File: src/common/breaker_pkg.sv
`default_nettype none

package breaker_pkg;

	typedef logic [7:0] x_t;
	typedef logic [6:0] y_t;
	typedef logic [2:0] colour_t;     // 0 is black, also marks a cleared brick
	typedef logic [5:0] brick_idx_t;

	typedef struct packed {
		x_t      x;
		y_t      y;
		colour_t colour;
	} pixel_t;

	typedef struct packed {
		x_t      x;
		y_t      y;
		colour_t colour;
	} brick_t;

	typedef struct packed {
		x_t      x;
		y_t      y;
		logic    is_ball;   // 0 paddle 16x4, 1 ball 2x2
		colour_t colour;
	} rect_job_t;

	typedef struct packed {
		x_t   x;
		y_t   y;
		logic dx;           // 1 moves right
		logic dy;           // 1 moves down
	} ball_t;

	typedef enum logic [3:0] {
		ST_WIPE,
		ST_BRICKS,
		ST_PAD_DRAW,
		ST_WAIT,
		ST_PAD_ERASE,
		ST_PAD_MOVE,
		ST_BALL_ERASE,
		ST_SCAN,
		ST_DEFLECT,
		ST_BALL_MOVE,
		ST_BALL_DRAW
	} ctrl_state_t;

	localparam int SCREEN_W = 160;
	localparam int SCREEN_H = 120;

	localparam int BRICK_W = 16;
	localparam int BRICK_H = 4;
	localparam int BRICK_COLS = 10;
	localparam int BRICK_ROWS = 4;
	localparam int BRICK_COUNT = BRICK_COLS * BRICK_ROWS;
	localparam int BRICK_PITCH_X = 16;
	localparam int BRICK_PITCH_Y = 8;

	localparam int PADDLE_W = 16;
	localparam int PADDLE_H = 4;
	localparam int PADDLE_Y = 115;
	localparam int PADDLE_MAX_X = SCREEN_W - PADDLE_W;
	localparam int BALL_SIZE = 2;

	localparam int PADDLE_START_X = 80;
	localparam int BALL_START_X = 88;
	localparam int BALL_START_Y = 98;
	localparam int BALL_TURN_Y = 110;    // row where the paddle is tested
	localparam int BALL_FLOOR_Y = 117;

	localparam colour_t PADDLE_COLOUR = 3'd7;
	localparam colour_t BALL_COLOUR = 3'd4;

	localparam int FRAME_CYCLES = 833334;   // 60 Hz at 50 MHz
	localparam int TIMER_W = 20;
	localparam int PADDLE_FRAMES = 3;
	localparam int BALL_FRAMES = 2;

endpackage

`default_nettype wire

File: src/bricks/brick_scan.sv
`default_nettype none

module brick_scan
	import breaker_pkg::*;
(
	input  logic       clk,
	input  logic       resetn,
	input  logic       scan_req,
	input  logic       scan_hit_mode,
	output logic       scan_ack,
	output logic       hit,
	input  ball_t      ball,
	output brick_idx_t rd_idx,
	input  brick_t     rd_data,
	output logic       clr,
	output brick_idx_t clr_idx,
	output logic       bus_req,
	input  logic       bus_gnt,
	output pixel_t     pix,
	output logic       pix_valid
);

	typedef enum logic [2:0] {
		SC_IDLE,
		SC_READ,
		SC_CHECK,
		SC_PAINT,
		SC_ACK
	} scan_state_t;

	scan_state_t state;
	brick_idx_t  idx;
	logic [5:0]  cnt;
	logic        mode;      // 1 looks for a hit, 0 draws everything
	logic        live, overlap, take, last_idx;

	assign live = rd_data.colour != '0;
	assign overlap = (ball.x + x_t'(BALL_SIZE - 1) >= rd_data.x)
		&& (ball.x <= rd_data.x + x_t'(BRICK_W - 1))
		&& (ball.y + y_t'(BALL_SIZE - 1) >= rd_data.y)
		&& (ball.y <= rd_data.y + y_t'(BRICK_H - 1));
	assign take = live && (!mode || overlap);
	assign last_idx = idx == brick_idx_t'(BRICK_COUNT - 1);

	assign rd_idx = idx;     // held steady, so rd_data keeps the brick while painting
	assign clr_idx = idx;
	assign bus_req = state inside {SC_READ, SC_CHECK, SC_PAINT};

	assign pix.x = rd_data.x + x_t'(cnt[3:0]);
	assign pix.y = rd_data.y + y_t'(cnt[5:4]);
	assign pix.colour = mode ? '0 : rd_data.colour;
	assign pix_valid = (state == SC_PAINT) && bus_gnt;

	always_ff @(posedge clk)
	begin
		if (!resetn)
		begin
			state <= SC_IDLE;
			scan_ack <= 1'b0;
			hit <= 1'b0;
			clr <= 1'b0;
		end
		else
		begin
			clr <= 1'b0;
			case (state)
				SC_IDLE:
				begin
					if (scan_req && !scan_ack)
					begin
						idx <= '0;
						mode <= scan_hit_mode;
						hit <= 1'b0;
						state <= SC_READ;
					end
				end
				SC_READ: state <= SC_CHECK;   // one cycle table latency
				SC_CHECK:
				begin
					if (take)
					begin
						cnt <= '0;
						clr <= mode;
						hit <= mode;
						state <= SC_PAINT;
					end
					else if (last_idx)
					begin
						scan_ack <= 1'b1;
						state <= SC_ACK;
					end
					else
					begin
						idx <= idx + 1'b1;
						state <= SC_READ;
					end
				end
				SC_PAINT:
				begin
					if (bus_gnt)
					begin
						cnt <= cnt + 1'b1;
						if (cnt == 6'(BRICK_W * BRICK_H - 1))
						begin
							if (mode || last_idx)   // only the first hit counts
							begin
								scan_ack <= 1'b1;
								state <= SC_ACK;
							end
							else
							begin
								idx <= idx + 1'b1;
								state <= SC_READ;
							end
						end
					end
				end
				SC_ACK:
				begin
					if (!scan_req)
					begin
						scan_ack <= 1'b0;
						state <= SC_IDLE;
					end
				end
				default: state <= SC_IDLE;
			endcase
		end
	end

endmodule

`default_nettype wire

File: src/bricks/brick_table.sv
`default_nettype none

module brick_table
	import breaker_pkg::*;
(
	input  logic       clk,
	input  logic       resetn,
	input  brick_idx_t rd_idx,
	output brick_t     rd_data,
	input  logic       clr,
	input  brick_idx_t clr_idx
);

	brick_t     mem [64];
	brick_t     fill_entry;
	logic       filling;
	brick_idx_t fill_idx;
	logic [3:0] col;
	logic [2:0] row;
	colour_t    shade;       // (i mod 7) + 1

	// slots past the last brick stay cleared
	assign fill_entry = (fill_idx < BRICK_COUNT) ?
		'{x: x_t'(col * BRICK_PITCH_X), y: y_t'(row * BRICK_PITCH_Y), colour: shade} : '0;

	always_ff @(posedge clk)
	begin
		if (!resetn)
		begin
			filling <= 1'b1;
			fill_idx <= '0;
			col <= '0;
			row <= '0;
			shade <= colour_t'(1);
		end
		else if (filling)
		begin
			filling <= fill_idx != '1;
			fill_idx <= fill_idx + 1'b1;
			shade <= (shade == colour_t'(7)) ? colour_t'(1) : shade + 1'b1;
			if (col == 4'(BRICK_COLS - 1))
			begin
				col <= '0;
				row <= row + 1'b1;
			end
			else
				col <= col + 1'b1;
		end
	end

	always_ff @(posedge clk)
	begin
		if (filling)
			mem[fill_idx] <= fill_entry;
		else if (clr)
			mem[clr_idx].colour <= '0;   // black marks a hit brick
		rd_data <= mem[rd_idx];
	end

endmodule

`default_nettype wire

File: src/design/ball_mover.sv
`default_nettype none

module ball_mover
	import breaker_pkg::*;
(
	input  logic  clk,
	input  logic  resetn,
	input  logic  move,
	input  logic  deflect,
	input  x_t    paddle_x,
	output ball_t ball
);

	logic [8:0] rel;
	logic       on_paddle;

	// negative offset shows up in bit 8
	assign rel = {1'b0, ball.x} - {1'b0, paddle_x};
	assign on_paddle = !rel[8] && (rel[7:0] < PADDLE_W);

	always_ff @(posedge clk)
	begin
		if (!resetn)
			ball <= '{x: x_t'(BALL_START_X), y: y_t'(BALL_START_Y), dx: 1'b1, dy: 1'b0};
		else if (deflect)
			ball.dy <= ~ball.dy;
		else if (move)
		begin
			if (ball.dx)
			begin
				if (ball.x == x_t'(SCREEN_W - BALL_SIZE))   // right wall
				begin
					ball.x <= x_t'(SCREEN_W - BALL_SIZE - 1);
					ball.dx <= 1'b0;
				end
				else
					ball.x <= ball.x + 1'b1;
			end
			else if (ball.x == '0)
			begin
				ball.x <= x_t'(1);
				ball.dx <= 1'b1;
			end
			else
				ball.x <= ball.x - 1'b1;

			if (ball.dy)
			begin
				if (ball.y == y_t'(BALL_TURN_Y) && on_paddle)
				begin
					ball.y <= y_t'(BALL_TURN_Y - 1);
					ball.dy <= 1'b0;
				end
				else if (ball.y == y_t'(BALL_FLOOR_Y))   // bottom wall bounces too
				begin
					ball.y <= y_t'(BALL_FLOOR_Y - 1);
					ball.dy <= 1'b0;
				end
				else
					ball.y <= ball.y + 1'b1;
			end
			else if (ball.y == '0)
			begin
				ball.y <= y_t'(1);
				ball.dy <= 1'b1;
			end
			else
				ball.y <= ball.y - 1'b1;
		end
	end

endmodule

`default_nettype wire

File: src/design/breaker_top.sv
`default_nettype none

module breaker_top
	import breaker_pkg::*;
#(
	parameter int frame_cycles = FRAME_CYCLES
)
(
	input  logic   clk,
	input  logic   resetn,
	input  x_t     paddle_pos,
	output pixel_t pixel,
	output logic   plot
);

	// bus slots: 0 wiper, 1 brick scanner, 2 rect painter
	logic [2:0]   bus_req;
	logic [2:0]   bus_gnt;
	logic [2:0]   bus_valid;
	pixel_t [2:0] bus_pix;

	logic       wipe_req, wipe_ack;
	logic       job_req, job_ack;
	rect_job_t  job;
	logic       scan_req, scan_hit_mode, scan_ack, hit;
	logic       move, deflect;
	x_t         paddle_x;
	ball_t      ball;
	brick_idx_t rd_idx, clr_idx;
	brick_t     rd_data;
	logic       clr;

	game_ctrl #(
		.frame_cycles(frame_cycles)
	) u_ctrl (
		.clk(clk),
		.resetn(resetn),
		.paddle_pos(paddle_pos),
		.ball(ball),
		.wipe_req(wipe_req),
		.wipe_ack(wipe_ack),
		.job_req(job_req),
		.job(job),
		.job_ack(job_ack),
		.scan_req(scan_req),
		.scan_hit_mode(scan_hit_mode),
		.scan_ack(scan_ack),
		.hit(hit),
		.move(move),
		.deflect(deflect),
		.paddle_x(paddle_x)
	);

	pixel_arbiter u_arb (
		.clk(clk),
		.resetn(resetn),
		.bus_req(bus_req),
		.bus_gnt(bus_gnt),
		.pix(bus_pix),
		.pix_valid(bus_valid),
		.pixel(pixel),
		.plot(plot)
	);

	screen_wiper u_wiper (
		.clk(clk),
		.resetn(resetn),
		.wipe_req(wipe_req),
		.wipe_ack(wipe_ack),
		.bus_req(bus_req[0]),
		.bus_gnt(bus_gnt[0]),
		.pix(bus_pix[0]),
		.pix_valid(bus_valid[0])
	);

	brick_scan u_scan (
		.clk(clk),
		.resetn(resetn),
		.scan_req(scan_req),
		.scan_hit_mode(scan_hit_mode),
		.scan_ack(scan_ack),
		.hit(hit),
		.ball(ball),
		.rd_idx(rd_idx),
		.rd_data(rd_data),
		.clr(clr),
		.clr_idx(clr_idx),
		.bus_req(bus_req[1]),
		.bus_gnt(bus_gnt[1]),
		.pix(bus_pix[1]),
		.pix_valid(bus_valid[1])
	);

	rect_painter u_rect (
		.clk(clk),
		.resetn(resetn),
		.job_req(job_req),
		.job(job),
		.job_ack(job_ack),
		.bus_req(bus_req[2]),
		.bus_gnt(bus_gnt[2]),
		.pix(bus_pix[2]),
		.pix_valid(bus_valid[2])
	);

	brick_table u_table (
		.clk(clk),
		.resetn(resetn),
		.rd_idx(rd_idx),
		.rd_data(rd_data),
		.clr(clr),
		.clr_idx(clr_idx)
	);

	ball_mover u_ball (
		.clk(clk),
		.resetn(resetn),
		.move(move),
		.deflect(deflect),
		.paddle_x(paddle_x),
		.ball(ball)
	);

endmodule

`default_nettype wire

File: src/design/game_ctrl.sv
`default_nettype none

module game_ctrl
	import breaker_pkg::*;
#(
	parameter int frame_cycles = FRAME_CYCLES
)
(
	input  logic      clk,
	input  logic      resetn,
	input  x_t        paddle_pos,
	input  ball_t     ball,
	output logic      wipe_req,
	input  logic      wipe_ack,
	output logic      job_req,
	output rect_job_t job,
	input  logic      job_ack,
	output logic      scan_req,
	output logic      scan_hit_mode,
	input  logic      scan_ack,
	input  logic      hit,
	output logic      move,
	output logic      deflect,
	output x_t        paddle_x
);

	ctrl_state_t        state;
	logic [TIMER_W-1:0] timer;
	logic [1:0]         pad_frames, ball_frames;
	logic               frame_tick, pad_due, ball_due, take_pad, take_ball;
	logic               rect_state, ball_job, erase_job;
	logic               wipe_done, job_done, scan_done;

	assign frame_tick = timer == TIMER_W'(frame_cycles - 1);
	assign pad_due = pad_frames == PADDLE_FRAMES;
	assign ball_due = ball_frames == BALL_FRAMES;
	assign take_pad = (state == ST_WAIT) && pad_due;   // paddle wins a tie
	assign take_ball = (state == ST_WAIT) && !pad_due && ball_due;

	assign wipe_done = wipe_req && wipe_ack;
	assign job_done = job_req && job_ack;
	assign scan_done = scan_req && scan_ack;

	assign rect_state = state inside {ST_PAD_DRAW, ST_PAD_ERASE, ST_BALL_ERASE, ST_BALL_DRAW};
	assign ball_job = state inside {ST_BALL_ERASE, ST_BALL_DRAW};
	assign erase_job = state inside {ST_PAD_ERASE, ST_BALL_ERASE};

	assign job.x = ball_job ? ball.x : paddle_x;
	assign job.y = ball_job ? ball.y : y_t'(PADDLE_Y);
	assign job.is_ball = ball_job;
	assign job.colour = erase_job ? '0 : (ball_job ? BALL_COLOUR : PADDLE_COLOUR);

	assign move = state == ST_BALL_MOVE;
	assign deflect = state == ST_DEFLECT;

	always_ff @(posedge clk)
	begin
		if (!resetn)
		begin
			timer <= '0;
			pad_frames <= '0;
			ball_frames <= '0;
		end
		else
		begin
			timer <= frame_tick ? '0 : timer + 1'b1;
			if (take_pad)
				pad_frames <= '0;
			else if (frame_tick && !pad_due)
				pad_frames <= pad_frames + 1'b1;
			if (take_ball)
				ball_frames <= '0;
			else if (frame_tick && !ball_due)
				ball_frames <= ball_frames + 1'b1;
		end
	end

	// req rises only once the unit has dropped its previous ack
	always_ff @(posedge clk)
	begin
		if (!resetn)
		begin
			wipe_req <= 1'b0;
			job_req <= 1'b0;
			scan_req <= 1'b0;
			scan_hit_mode <= 1'b0;
		end
		else
		begin
			if (wipe_done)
				wipe_req <= 1'b0;
			else if (state == ST_WIPE && !wipe_ack)
				wipe_req <= 1'b1;
			if (job_done)
				job_req <= 1'b0;
			else if (rect_state && !job_ack)
				job_req <= 1'b1;
			if (scan_done)
				scan_req <= 1'b0;
			else if (state inside {ST_BRICKS, ST_SCAN} && !scan_ack && !scan_req)
			begin
				scan_req <= 1'b1;
				scan_hit_mode <= state == ST_SCAN;
			end
		end
	end

	always_ff @(posedge clk)
	begin
		if (!resetn)
		begin
			state <= ST_WIPE;
			paddle_x <= x_t'(PADDLE_START_X);
		end
		else
		begin
			case (state)
				ST_WIPE:       if (wipe_done) state <= ST_BRICKS;
				ST_BRICKS:     if (scan_done) state <= ST_PAD_DRAW;
				ST_PAD_DRAW:   if (job_done) state <= ST_WAIT;
				ST_WAIT:
				begin
					if (take_pad)
						state <= ST_PAD_ERASE;
					else if (take_ball)
						state <= ST_BALL_ERASE;
				end
				ST_PAD_ERASE:  if (job_done) state <= ST_PAD_MOVE;
				ST_PAD_MOVE:
				begin
					// keep the whole paddle on screen
					if (paddle_pos > x_t'(PADDLE_MAX_X))
						paddle_x <= x_t'(PADDLE_MAX_X);
					else
						paddle_x <= paddle_pos;
					state <= ST_PAD_DRAW;
				end
				ST_BALL_ERASE: if (job_done) state <= ST_SCAN;
				ST_SCAN:       if (scan_done) state <= hit ? ST_DEFLECT : ST_BALL_MOVE;
				ST_DEFLECT:    state <= ST_BALL_MOVE;
				ST_BALL_MOVE:  state <= ST_BALL_DRAW;
				ST_BALL_DRAW:  if (job_done) state <= ST_WAIT;
				default:       state <= ST_WAIT;
			endcase
		end
	end

endmodule

`default_nettype wire

File: src/design/pixel_arbiter.sv
`default_nettype none

module pixel_arbiter
	import breaker_pkg::*;
(
	input  logic         clk,
	input  logic         resetn,
	input  logic [2:0]   bus_req,    // 0 has the highest priority
	output logic [2:0]   bus_gnt,
	input  pixel_t [2:0] pix,
	input  logic [2:0]   pix_valid,
	output pixel_t       pixel,
	output logic         plot
);

	always_ff @(posedge clk)
	begin
		if (!resetn)
			bus_gnt <= '0;
		else if (!(|(bus_gnt & bus_req)))   // current owner done, pick again
		begin
			if (bus_req[0])
				bus_gnt <= 3'b001;
			else if (bus_req[1])
				bus_gnt <= 3'b010;
			else if (bus_req[2])
				bus_gnt <= 3'b100;
			else
				bus_gnt <= '0;
		end
	end

	// grant is one-hot so at most one slot gets through
	always_comb
	begin
		pixel = '0;
		plot = 1'b0;
		for (int i = 0; i < 3; i++)
		begin
			if (bus_gnt[i])
			begin
				pixel = pix[i];
				plot = pix_valid[i];
			end
		end
	end

endmodule

`default_nettype wire

File: src/design/rect_painter.sv
`default_nettype none

module rect_painter
	import breaker_pkg::*;
(
	input  logic      clk,
	input  logic      resetn,
	input  logic      job_req,
	input  rect_job_t job,
	output logic      job_ack,
	output logic      bus_req,
	input  logic      bus_gnt,
	output pixel_t    pix,
	output logic      pix_valid
);

	logic [3:0] ox, last_x;
	logic [1:0] oy, last_y;

	assign last_x = job.is_ball ? 4'(BALL_SIZE - 1) : 4'(PADDLE_W - 1);
	assign last_y = job.is_ball ? 2'(BALL_SIZE - 1) : 2'(PADDLE_H - 1);

	assign pix.x = job.x + x_t'(ox);
	assign pix.y = job.y + y_t'(oy);
	assign pix.colour = job.colour;
	assign pix_valid = bus_req && bus_gnt;

	always_ff @(posedge clk)
	begin
		if (!resetn)
		begin
			bus_req <= 1'b0;
			job_ack <= 1'b0;
		end
		else if (job_req && !bus_req && !job_ack)
		begin
			bus_req <= 1'b1;
			ox <= '0;
			oy <= '0;
		end
		else if (pix_valid)
		begin
			if (ox == last_x)
			begin
				ox <= '0;
				oy <= oy + 1'b1;
				if (oy == last_y)
				begin
					bus_req <= 1'b0;
					job_ack <= 1'b1;
				end
			end
			else
				ox <= ox + 1'b1;
		end
		else if (!job_req)
			job_ack <= 1'b0;
	end

endmodule

`default_nettype wire

File: src/design/screen_wiper.sv
`default_nettype none

module screen_wiper
	import breaker_pkg::*;
(
	input  logic   clk,
	input  logic   resetn,
	input  logic   wipe_req,
	output logic   wipe_ack,
	output logic   bus_req,
	input  logic   bus_gnt,
	output pixel_t pix,
	output logic   pix_valid
);

	x_t wx;
	y_t wy;

	assign pix = '{x: wx, y: wy, colour: '0};
	assign pix_valid = bus_req && bus_gnt;

	always_ff @(posedge clk)
	begin
		if (!resetn)
		begin
			bus_req <= 1'b0;
			wipe_ack <= 1'b0;
		end
		else if (wipe_req && !bus_req && !wipe_ack)
		begin
			bus_req <= 1'b1;
			wx <= '0;
			wy <= '0;
		end
		else if (pix_valid)
		begin
			if (wx == x_t'(SCREEN_W - 1))
			begin
				wx <= '0;
				wy <= wy + 1'b1;
				if (wy == y_t'(SCREEN_H - 1))   // bottom right corner
				begin
					bus_req <= 1'b0;
					wipe_ack <= 1'b1;
				end
			end
			else
				wx <= wx + 1'b1;
		end
		else if (!wipe_req)
			wipe_ack <= 1'b0;
	end

endmodule

`default_nettype wire

File: config.mk
export PLATFORM = sky130hd
export DESIGN_NAME = breaker_top
export DESIGN_NICKNAME = d
export VERILOG_FILES = /design/src/common/breaker_pkg.sv /design/src/bricks/brick_scan.sv /design/src/bricks/brick_table.sv /design/src/design/ball_mover.sv /design/src/design/breaker_top.sv /design/src/design/game_ctrl.sv /design/src/design/pixel_arbiter.sv /design/src/design/rect_painter.sv /design/src/design/screen_wiper.sv
export SDC_FILE = /design/constraint.sdc
export NUM_CORES = 1
export LEC_CHECK = 0
export BUFFER_PORTS_ARGS = -buffer_cell sky130_fd_sc_hd__buf_2
export CORE_ASPECT_RATIO = 0.8
export CORE_MARGIN = 10
export CORE_UTILIZATION = 35
export CTS_CLUSTER_SIZE = 20
export DETAILED_ROUTE_END_ITERATION = 8
export SLEW_MARGIN = 5
export SYNTH_ARGS = -nofsm -noshare
export SYNTH_HDL_FRONTEND = slang
export SYNTH_SLANG_ARGS = --single-unit
File: constraint.sdc
create_clock -name clk -period 3.3 [get_ports clk]
set_clock_uncertainty 0.05 [all_clocks]
set_input_delay 0.165 -clock clk [delete_from_list [all_inputs] [get_ports clk]]
set_output_delay 0.165 -clock clk [all_outputs]
set_load 0.02 [all_outputs]
==> results of run 1 <==
critical path, cell delays in order, from the launching register on:
cell     delay [ns]
dfxtp_2        0.33
xnor2_2        0.15
nor3b_4        0.26
mux2_4         0.36
ha_4           0.17
fa_2           0.36
a21o_1         0.18
a21oi_2        0.19
nor2_1         0.08
xor2_1         0.17
a21oi_2        0.14
buf_6          0.13
layer usage:
metal / up-vias / wire [um] / track usage (%)
met5: - / 18 / 0
li1: 8328 / - / -
met4: 2 / 1679 / 3.712
met2: 543 / 35930 / 22.56
met1: 9692 / 34550 / 20.07
met3: 131 / 4643 / 2.735
flip-flops by register name, summed over array words and instances, names as in the netlist, 6 cells and up:
register	count
u_ball.ball	17
u_ctrl.paddle_x	8
u_ctrl.timer	20
u_scan.clr_idx	6
u_scan.cnt	6
u_table.fill_idx	6
u_table.mem	640
u_table.rd_data	10
u_wiper.wx	8
u_wiper.wy	7
cell type report:
| cell class | instances | area, um2 |
|---|---|---|
| clock buffers | 107 | 2145 |
| flip-flops and latches | 771 | 22180 |
| clock inverters | 39 | 444.2 |
| fillers | 8289 | 54830 |
| repair buffers | 175 | 1499 |
| inverters | 40 | 150.1 |
| well taps | 1224 | 1531 |
| multi-input cells | 1122 | 10300 |
layout by cell type, fill, tap and decap left out, types with 18 or more instances in the layout:
cell	instances
clkbuf_1	24
xor2_1	38
nand2b_1	18
a21oi_1	56
buf_4	120
nand2_1	97
inv_1	40
nand3_1	59
nor2_1	251
ha_1	45
clkbuf_16	82
xnor2_1	25
o21ai_0	59
dfxtp_1	95
edfxtp_1	674
mux4_2	210
buf_2	23
metrics by stage:
stage	std cells	TNS [ns]	utilization, %	power, W
global route	3478	-0.5216	41.10	0.02152
floorplan	2043	-0.02266	-	0.01169
detailed placement	3307	0	37.81	0.01214
finish	3478	-0.1149	41.10	0.02083
CTS	3473	-0.2516	40.92	0.02104
global placement	3307	0	37.81	0.01211
repair_timing:
action / in CTS / in global routing
resized for setup: 26 / 24
cloned: 1 / 1
setup buffers: 5 / 4
pin swaps: 11 / 17
hold buffers: 14 / 0
endpoints found under the setup margin: 11 / 20
hold endpoints to repair: 20 / 0
how the worst max path moves through the flow:
stage / endpoint / slack (ns) / depth (start not counted)
4_1_cts: pixel[16] / -0.15 / 11
6_report: pixel[16] / -0.08 / 11
3_5_place_dp: pixel[16] / 0.16 / 11
2_1_floorplan: pixel[16] / -0.02 / 12
3_3_place_gp: pixel[16] / 0.22 / 11
5_1_grt: pixel[16] / -0.21 / 11
cell families (layout without fill, tap and decap cells):
family	count (synthesis)	after routing	share of synthesized area, %
buffers and inverters	150	361	1.864
multiplexers	228	228	14.95
AND/OR/NAND/NOR	549	549	7.694
adder cells (fa/ha/maj)	50	50	1.947
AO/OA/AOI/OAI	227	227	4.309
flip-flops	771	771	67.43
XOR/XNOR	68	68	1.810
power breakdown:
group | internal [W] | leakage (nW) | total, W | switching [W]
registers | 0.0107 | 6.99 | 0.0108 | 0.0000971
logic | 0.000433 | 4.31 | 0.00111 | 0.000674
clock network | 0.00510 | 1.26 | 0.00889 | 0.00379
total | 0.0163 | 12.6 | 0.0208 | 0.00457
cells in the mapped netlist (12+ instances only):
cell,instances
xnor2_1,29
o21ai_0,62
nor2_1,252
nand3_1,60
nand2b_1,18
edfxtp_1,674
xor2_1,39
inv_1,40
a31oi_1,14
mux4_2,210
nand4_1,14
a21oi_1,64
ha_1,48
buf_2,16
and3_1,19
nor3_1,13
nand2_1,100
mux2i_1,12
dfxtp_1,97
buf_1,16
clkbuf_1,72
==> out/qor.csv, run 1 <==
metric;value;unit
status;complete, but fails checks;
failing checks;setup timing;
fin crit period;3.376;ns
Hold Vio Cnt, Final;0;
synthesized instance count;2043;
DR vias;18700;
clock sinks;771;
Synth Cell Area;32900;um2
DR pass1 iterations;5;
nets@finish;2250;
r2r endpoint;u_scan.clr_idx[5]$_SDFFCE_PP0P_;
Main synth FF type;edfxtp_1;
Yosys top cell by area;edfxtp_1;
GP Congestion;0.8590;
R2R Setup Slk;0.27;ns
leak pwr;12.56;nW
unrepaired setup endpoints after global routing;yes;
initial antenna violation count;1;
post-DP HPWL;50.30;mm
post-synth top area share;61.52;%
Worst Setup Slack, final;-0.07645;ns
Seq cells post-synth;771;
Syn. warnings;0;
Crit. End Element;output port;
sequential-to-total area share from yosys stat;67.43;%
global-route wire length before repair;118.4;mm
GRT Overall Usage;14.27;%
Hold Slack;0.3531;ns
worst vdd ir;0.0003656;V
fin. max-slew vios;0;
Avg WL per Cell;22.09;um
Max-Cap Viols;0;
Power Dens Cells;544.6;nW/um2
Worst Tran Pin Value;0.8452;ns
vias per inst;5.376;
grt ovf;0;
CTS Buffer Depth;3;
Async S/R FF share, synth;0;%
Synth area leaders;edfxtp_1, mux4_2, dfxtp_1;
average size of a mapped cell;16.10;um2
Die Ht;294.2;um
worst-path maximum fanout;2;
DR iter-0 viols;1742;
synthesis-to-layout area growth;16.29;%
Final ANT Viol Nets;0;
Slew HR;42.20;%
drc violations;0;
Post-synth EDFFs;674;
Setup violations, final;2;
CP arrival;3.16;ns
WHS Endpoint;u_ctrl.paddle_x[7]$_SDFFE_PN0P_;
Root Driver;clkbuf_16;
reg-to-reg startpoint;u_ball.ball[9]$_SDFFE_PN0P_;
largest net degree at the start of global routing;65;
vias in the first global route;18940;
DIE AREA;106700;um2
Clk Latency, worst-skew pair;0.64;ns
Die X-Extent;362.8;um
I/O pin count;29;
worst reg2reg path depth;12;
CP startpoint;u_ctrl.state[2]$_SDFFE_PN0P_;
Starting Density;35.34;%
Yosys cell types;67;
CTS Buf Count;80;
CTS tree;built;
Syn Nets;2103;
Max Clk Rate;296.2;MHz
pre-CTS setup slack;0.1572;ns
drt total wl;76.83;mm
# diodes;0;
Placeable Area;93090;um2
layout cells sized above 1;24.00;%
hold path cells;4;
hold path startpoint;paddle_pos[7];
Critical Path Start Type;register;
Hold Path Class;primary input to register;
H-tree depth;3;
Reg clk slew, reported paths;0.06;ns
Placed Area;35190;um2
number of port buffers;28;
FP Rows;100;
fin crit share;102.3;%
required time worst endpoint;3.08;ns
post-route cell area;38260;um2
CP Class;register to output port;
(Power assumes the default switching activity.)
==> run 2: changes to the inputs <==
--- a/config.mk
+++ b/config.mk
@@ -5,10 +5,10 @@
 export SDC_FILE = /design/constraint.sdc
 export NUM_CORES = 1
 export LEC_CHECK = 0
-export BUFFER_PORTS_ARGS = -buffer_cell sky130_fd_sc_hd__buf_2
+export BUFFER_PORTS_ARGS = -buffer_cell sky130_fd_sc_hd__buf_4
 export CORE_ASPECT_RATIO = 0.8
 export CORE_MARGIN = 10
-export CORE_UTILIZATION = 35
+export CORE_UTILIZATION = 36
 export CTS_CLUSTER_SIZE = 20
 export DETAILED_ROUTE_END_ITERATION = 8
 export SLEW_MARGIN = 5
==> run 2 against run 1 <==
  * The run still ends with setup timing left
  * Register-to-register slack improved by 0.05 ns
  * Clock-buffer cell count decreased by 7
  * Design area decreased by 0.15%
  * Die area decreased by 2.6%
  * Sequential share of layout area increased by 0.085 points
  * Setup slack got worse by 0.016 ns
  * Wire length increased by 1.0%
  * Final cell count decreased by 0.12%
  * Utilization increased by 0.92 points
  * Via count increased by 0.47%
  * Sequential power about the same
  * Fmax decreased by 0.48%
==> out/qor.csv, run 2 (same netlist as run 1, synthesis figures left out) <==
metric;value;unit;change
status;complete, but fails checks;;
failing checks;setup timing;;
Max Clk Rate;294.7;MHz;-0.48%
global-route wire length before repair;117.5;mm;-0.71%
FP Rows;99;;-1.0%
fin crit share;102.8;%;+0.50 points
most common cell after layout, fill and taps aside;edfxtp_1;;
fin crit period;3.393;ns;+0.01644 ns
clock sinks;771;;unchanged
Power Dens Cells;533.9;nW/um2;-2.0%
Placed Area;35400;um2;+0.58%
max reg flops;640;;unchanged
Hold Path Class;primary input to register;;
unrepaired setup endpoints after global routing;yes;;
required time worst endpoint;3.08;ns;about the same
CTS tree;built;;
drt total wl;77.59;mm;+1.0%
Largest regs;u_table.mem (640), u_ctrl.timer (20), u_ball.ball (17);;
worst-path maximum fanout;3;;+1
R2R Setup Slk;0.32;ns;+0.05 ns
CTS Buffer Depth;3;;unchanged
vias per inst;5.407;;+0.59%
GP Congestion;0.8337;;-2.9%
CP Class;register to output port;;
Max-Cap Viols;0;;unchanged
Setup violations, final;4;;+2
Reg clk slew, reported paths;0.06;ns;about the same
final setup TNS;-0.1376;ns;-0.02272 ns
number of port buffers;28;;unchanged
CTS Buf Count;77;;-3.8%
register name with the most flops;u_table.mem;;
Overall Power;0.02040;W;-2.1%
Clk Latency, worst-skew pair;0.62;ns;-0.02 ns
I/O pin count;29;;unchanged
Placeable Area;90920;um2;-2.3%
layout cells sized above 1;24.28;%;+0.28 points
post-DP HPWL;50.48;mm;+0.37%
Die Ht;290.4;um;-1.3%
Worst Setup Slack, final;-0.09288;ns;-0.01644 ns
vias in the first global route;18790;;-0.80%
Crit. End Element;output port;;
fin. max-slew vios;0;;unchanged
synthesis-to-layout area growth;16.12;%;
Slew HR;45.80;%;+3.6 points
grt ovf;0;;unchanged
DR pass1 iterations;5;;unchanged
Worst Tran Pin Value;0.7925;ns;-0.05267 ns
nets@finish;2262;;+0.53%
initial antenna violation count;0;;-1
DR vias;18780;;+0.47%
Hold Slack;0.3160;ns;-0.03702 ns
Critical Path Start Type;register;;
Hold Vio Cnt, Final;0;;unchanged
post-route cell area;38200;um2;-0.15%
Root Driver;clkbuf_16;;
largest net degree at the start of global routing;65;;unchanged
Die X-Extent;358.0;um;-1.3%
leak pwr;12.52;nW;-0.26%
DR iter-0 viols;2038;;+17%
GRT Overall Usage;14.64;%;+0.37 points
CP arrival;3.18;ns;+0.02 ns
drc violations;0;;unchanged
Final ANT Viol Nets;0;;unchanged
most frequent cells in the layout;edfxtp_1, nor2_1, mux4_2, buf_4, nand2_1;;
Avg WL per Cell;22.33;um;+1.1%
Starting Density;36.18;%;+0.84 points
DIE AREA;103900;um2;-2.6%
worst vdd ir;0.0003137;V;-14%
Final Core Density;42.02;%;+0.92 points
H-tree depth;3;;unchanged
run 2: changes by cell type in the layout (fill, tap and decap cells not counted), moves of 3 or more:
cell / before / now
buf_2: 23 / 0
buf_4: 120 / 156
clkbuf_1: 24 / 18
clkinvlp_4: 1 / 4
clkbuf_16: 82 / 79
run 2: report_power, final:
group          total (W)  internal [W]  leakage, nW  switching, W
Combinational    0.00113      0.000437         4.37      0.000691
Sequential        0.0108        0.0107         6.99     0.0000989
Clock            0.00843       0.00479         1.17       0.00365
Total             0.0204        0.0160         12.5       0.00444
run 2: area by class of cell:
cell class              instances  area (um2)
inverters                      40       150.1
diodes                          1       2.502
clock inverters                38       311.5
flip-flops and latches        771       22180
multi-input cells            1122       10270
fillers                      8044       52720
repair buffers                190        1684
well taps                    1212        1516
clock buffers                 100        2086
run 2: worst max-delay path, cell delays in order (launching register included):
cell	delay [ns]
dfxtp_2	0.33
xnor2_2	0.14
nor3b_4	0.27
mux2_4	0.35
ha_4	0.17
fa_2	0.38
a21o_1	0.19
a21oi_2	0.17
nor2_1	0.08
xor2_1	0.17
a21oi_2	0.15
buf_6	0.14
run 2: repair_timing:
item | in CTS | in global routing
setup buffers | 9 | 1
gates resized for setup | 31 | 6
cloned | 1 | 0
pin swaps | 16 | 6
hold endpoints to repair | 26 | 0
setup endpoints to repair | 8 | 15
hold buffers | 14 | 0
run 2: final timing paths:
check | from | to | cells after the start
max reg2reg | u_ball.ball[9]$_SDFFE_PN0P_ | u_scan.clr_idx[4]$_SDFFCE_PP0P_ | 12
max | u_ctrl.state[2]$_SDFFE_PN0P_ | pixel[16] | 11
min reg2reg | u_ctrl.scan_hit_mode$_SDFFE_PN0P_ | u_scan.mode$_DFFE_PP_ | 0
min | paddle_pos[7] | u_ctrl.paddle_x[7]$_SDFFE_PN0P_ | 4
run 2: metal layers:
layer	up-vias	GRT usage, %	part of all wire [%]
li1	8338	-	-
met1	9720	21.30	46
met2	619	21.83	45
met3	107	3.729	7.7
met4	0	3.351	1.9
met5	-	0	0
run 2: metrics by stage:
| stage | setup WS (ns) | instances |
|---|---|---|
| 2_1_floorplan | -0.02266 | 2043 |
| 3_3_place_gp | 0.2647 | 3310 |
| 3_5_place_dp | 0.2077 | 3310 |
| 4_1_cts | -0.1430 | 3472 |
| 5_1_grt | -0.1830 | 3473 |
| 6_report | -0.09288 | 3474 |
==> run 3: changes to the inputs <==
--- a/config.mk
+++ b/config.mk
@@ -5,6 +5,7 @@
 export SDC_FILE = /design/constraint.sdc
 export NUM_CORES = 1
 export LEC_CHECK = 0
+export ABC_AREA = 1
 export BUFFER_PORTS_ARGS = -buffer_cell sky130_fd_sc_hd__buf_4
 export CORE_ASPECT_RATIO = 0.8
 export CORE_MARGIN = 10
==> run 3 against run 2 <==
  * The flow still finishes with violations (setup timing)
  * Combinational power grew to 5.1 times the previous value
  * Wire length grew 19%
  * First-iteration DRC count grew 26%
  * Sequential power grew 5%
  * Via count grew 31%
==> out/qor.csv, run 3 <==
metric;value;unit;change
Psw;0.008124;W;+83%
global-route wire length before repair;140.8;mm;+20%
CTS tree;built;;
post-synth top area share;59.95;%;-1.6 points
Max-Cap Viols;0;;unchanged
number of port buffers;28;;unchanged
# diodes;0;;-1
I/O pin count;29;;unchanged
DR vias;24600;;+31%
clock sinks;771;;unchanged
CTS Buf Count;78;;+1.3%
Commonest cells post-synth;edfxtp_1, nor2_1, nand2_1;;
Syn. warnings;0;;unchanged
Syn Nets;3246;;+54%
Die X-Extent;362.4;um;+1.2%
synthesized instance count;3186;;+56%
layout cells sized above 1;11.58;%;-13 points
Clock power frac;34.0;%;-7.3 points
Starting Density;36.27;%;+0.085 points
Highest Signal Layer;met4;;
fin crit share;100.2;%;-2.6 points
synthesis-to-layout area growth;15.51;%;
cell internal pwr;0.01765;W;+11%
drt total wl;92.35;mm;+19%
Post-synth EDFFs;674;;unchanged
Root Driver;clkbuf_16;;
DR iter-0 viols;2571;;+26%
Synth Cell Area;33760;um2;+2.6%
initial antenna violation count;1;;+1
Avg WL per Cell;20.15;um;-9.8%
Reg clk slew, reported paths;0.06;ns;about the same
H-tree depth;3;;unchanged
Seq pwr share;43.7;%;-9.4 points
Synth area leaders;edfxtp_1, nor2_1, o21ai_0;;
most frequent cells in the layout;edfxtp_1, nor2_1, nand2_1, o21ai_0, inv_1;;
Yosys top cell by area;edfxtp_1;;
failing checks;setup timing;;
CTS Buffer Depth;3;;unchanged
FP Rows;100;;+1.0%
fin crit period;3.307;ns;-0.08617 ns
unrepaired setup endpoints after global routing;yes;;
worst-path maximum fanout;7;;+4
leak pwr;13.71;nW;+9.5%
required time worst endpoint;3.08;ns;about the same
Placeable Area;93090;um2;+2.4%
Hold Path Class;primary input to register;;
vias per inst;5.367;;-0.74%
register name with the most flops;u_table.mem;;
worst vdd ir;0.0006025;V;+92%
switching share of power;31.52;%;+9.8 points
DIE AREA;106500;um2;+2.5%
average size of a mapped cell;10.60;um2;-34%
vias in the first global route;23280;;+24%
final setup TNS;-0.006716;ns;+0.1309 ns
Async S/R FF share, synth;0;%;unchanged
M1 WL;42.71;mm;+20%
Die Ht;293.9;um;+1.2%
Hold Slack;0.3600;ns;+0.04393 ns
Yosys cell types;59;;-12%
Critical Path Start Type;register;;
sequential-to-total area share from yosys stat;65.70;%;-1.7 points
DR pass1 iterations;6;;+1
grt ovf;0;;unchanged
Slew HR;39.49;%;-6.3 points
GP Congestion;0.9051;;+8.6%
Clk Latency, worst-skew pair;0.65;ns;+0.03 ns
post-DP HPWL;59.63;mm;+18%
Max Clk Rate;302.4;MHz;+2.6%
status;complete, but fails checks;;
GRT Overall Usage;16.84;%;+2.2 points
Seq cells post-synth;771;;unchanged
CP arrival;3.09;ns;-0.09 ns
nets@finish;3358;;+48%
Hold Vio Cnt, Final;0;;unchanged
drc violations;0;;unchanged
Largest regs;u_table.mem (640), u_ctrl.timer (20), u_ball.ball (17);;
fin. max-slew vios;0;;unchanged
Gate power share;22.2;%;+17 points
Main synth FF type;edfxtp_1;;
largest net degree at the start of global routing;110;;+69%
Met3 Wirelength;6.948;mm;+16%
most common cell after layout, fill and taps aside;edfxtp_1;;
CP Class;register to output port;;
Final ANT Viol Nets;0;;unchanged
Setup violations, final;1;;-3
max reg flops;640;;unchanged
met2 WL;40.66;mm;+17%
top-count cell post-synth;edfxtp_1;;
Crit. End Element;output port;;
Power Dens Cells;661.0;nW/um2;+24%
Worst Tran Pin Value;0.9043;ns;+0.1118 ns
Worst Setup Slack, final;-0.006716;ns;+0.08617 ns
-- run 3: cell count changes after synthesis, moves of 152 or more --
cell     delta
o22ai_1   +158
nand2_1   +327
mux4_2    -210
inv_1     +152
nor2_1    +346
o21ai_0   +333
-- run 3: per-layer routing --
metal | up-vias | global-route usage, %
li1 | 11520 | -
met1 | 12000 | 24.64
met2 | 929 | 25.46
met3 | 153 | 2.929
met4 | 0 | 4.558
met5 | - | 0
-- run 3: path summary, 6_finish.rpt --
kind | start | end | slack (ns) | depth (start not counted)
worst min register to register | u_ctrl.scan_hit_mode$_SDFFE_PN0P_ | u_scan.mode$_DFFE_PP_ | 0.39 | 0
worst max-delay path | u_ctrl.state[2]$_SDFFE_PN0P_ | pixel[16] | -0.007 | 15
worst min-delay path | paddle_pos[7] | u_ctrl.paddle_x[7]$_SDFFE_PN0P_ | 0.36 | 4
worst max register to register | u_scan.clr_idx[0]$_SDFFCE_PP0P_ | u_table.mem[57][16]$_DFFE_PP_ | 0.23 | 7
-- run 3: layout make-up --
class | instances | area [um2]
inverter | 207 | 793.3
clock buffer | 94 | 2022
fill | 8908 | 54090
multi-input combinational | 2047 | 10260
clock inverter | 48 | 500.5
tap | 1224 | 1531
timing repair buffer | 193 | 1693
sequential | 771 | 22190
-- run 3: stage by stage --
step	instance area (um2)	setup WS (ns)	instances	utilization (%)	total power, W
3_5_place_dp	36060	0.3028	4411	38.74	0.01701
2_1_floorplan	33760	-0.4938	3186	-	0.01492
6_report	39000	-0.006716	4584	41.89	0.02578
3_3_place_gp	36060	0.2832	4411	38.74	0.01699
4_1_cts	38890	0.0008493	4578	41.77	0.02585
5_1_grt	39000	-0.1723	4584	41.89	0.02695
-- run 3: cells by family after synthesis --
| family | count (synthesis) | synth area share [%] |
|---|---|---|
| buffers and inverters | 368 | 4.381 |
| adders and majority gates | 50 | 1.898 |
| DFF | 771 | 65.70 |
| AOI/OAI and AO/OA | 763 | 12.84 |
| and+or+nand+nor | 1215 | 14.69 |
| xor gates and xnor gates | 19 | 0.4929 |
-- run 3: power by group through the flow --
stage          Clock (W)  Combinational [W]  Sequential (W)
6_report         0.00877            0.00574          0.0113
5_1_grt          0.00933            0.00633          0.0113
4_1_cts          0.00892            0.00567          0.0113
3_5_place_dp           0            0.00555          0.0115
3_3_place_gp           0            0.00554          0.0115
2_1_floorplan          0            0.00360          0.0113
-- run 3: timing repair --
item	in CTS	in global routing
setup buffers	11	6
pin swaps	6	16
cloned	1	0
endpoints found under the hold margin	9	0
gates resized for setup	21	19
setup endpoints to repair	12	18
hold buffers	13	0
-- run 3: critical path: stages, from the launching register on --
cell and delay (ns):
dfxtp_4 0.37, inv_4 0.07, nand2_4 0.07, a21oi_4 0.31
buf_4 0.17, nand2_1 0.08, o21ai_4 0.09, buf_4 0.14
fa_2 0.21, a21oi_2 0.07, o21ai_2 0.18, nand2_2 0.09
o21a_1 0.18, o21ai_1 0.13, o221ai_1 0.12, buf_4 0.18
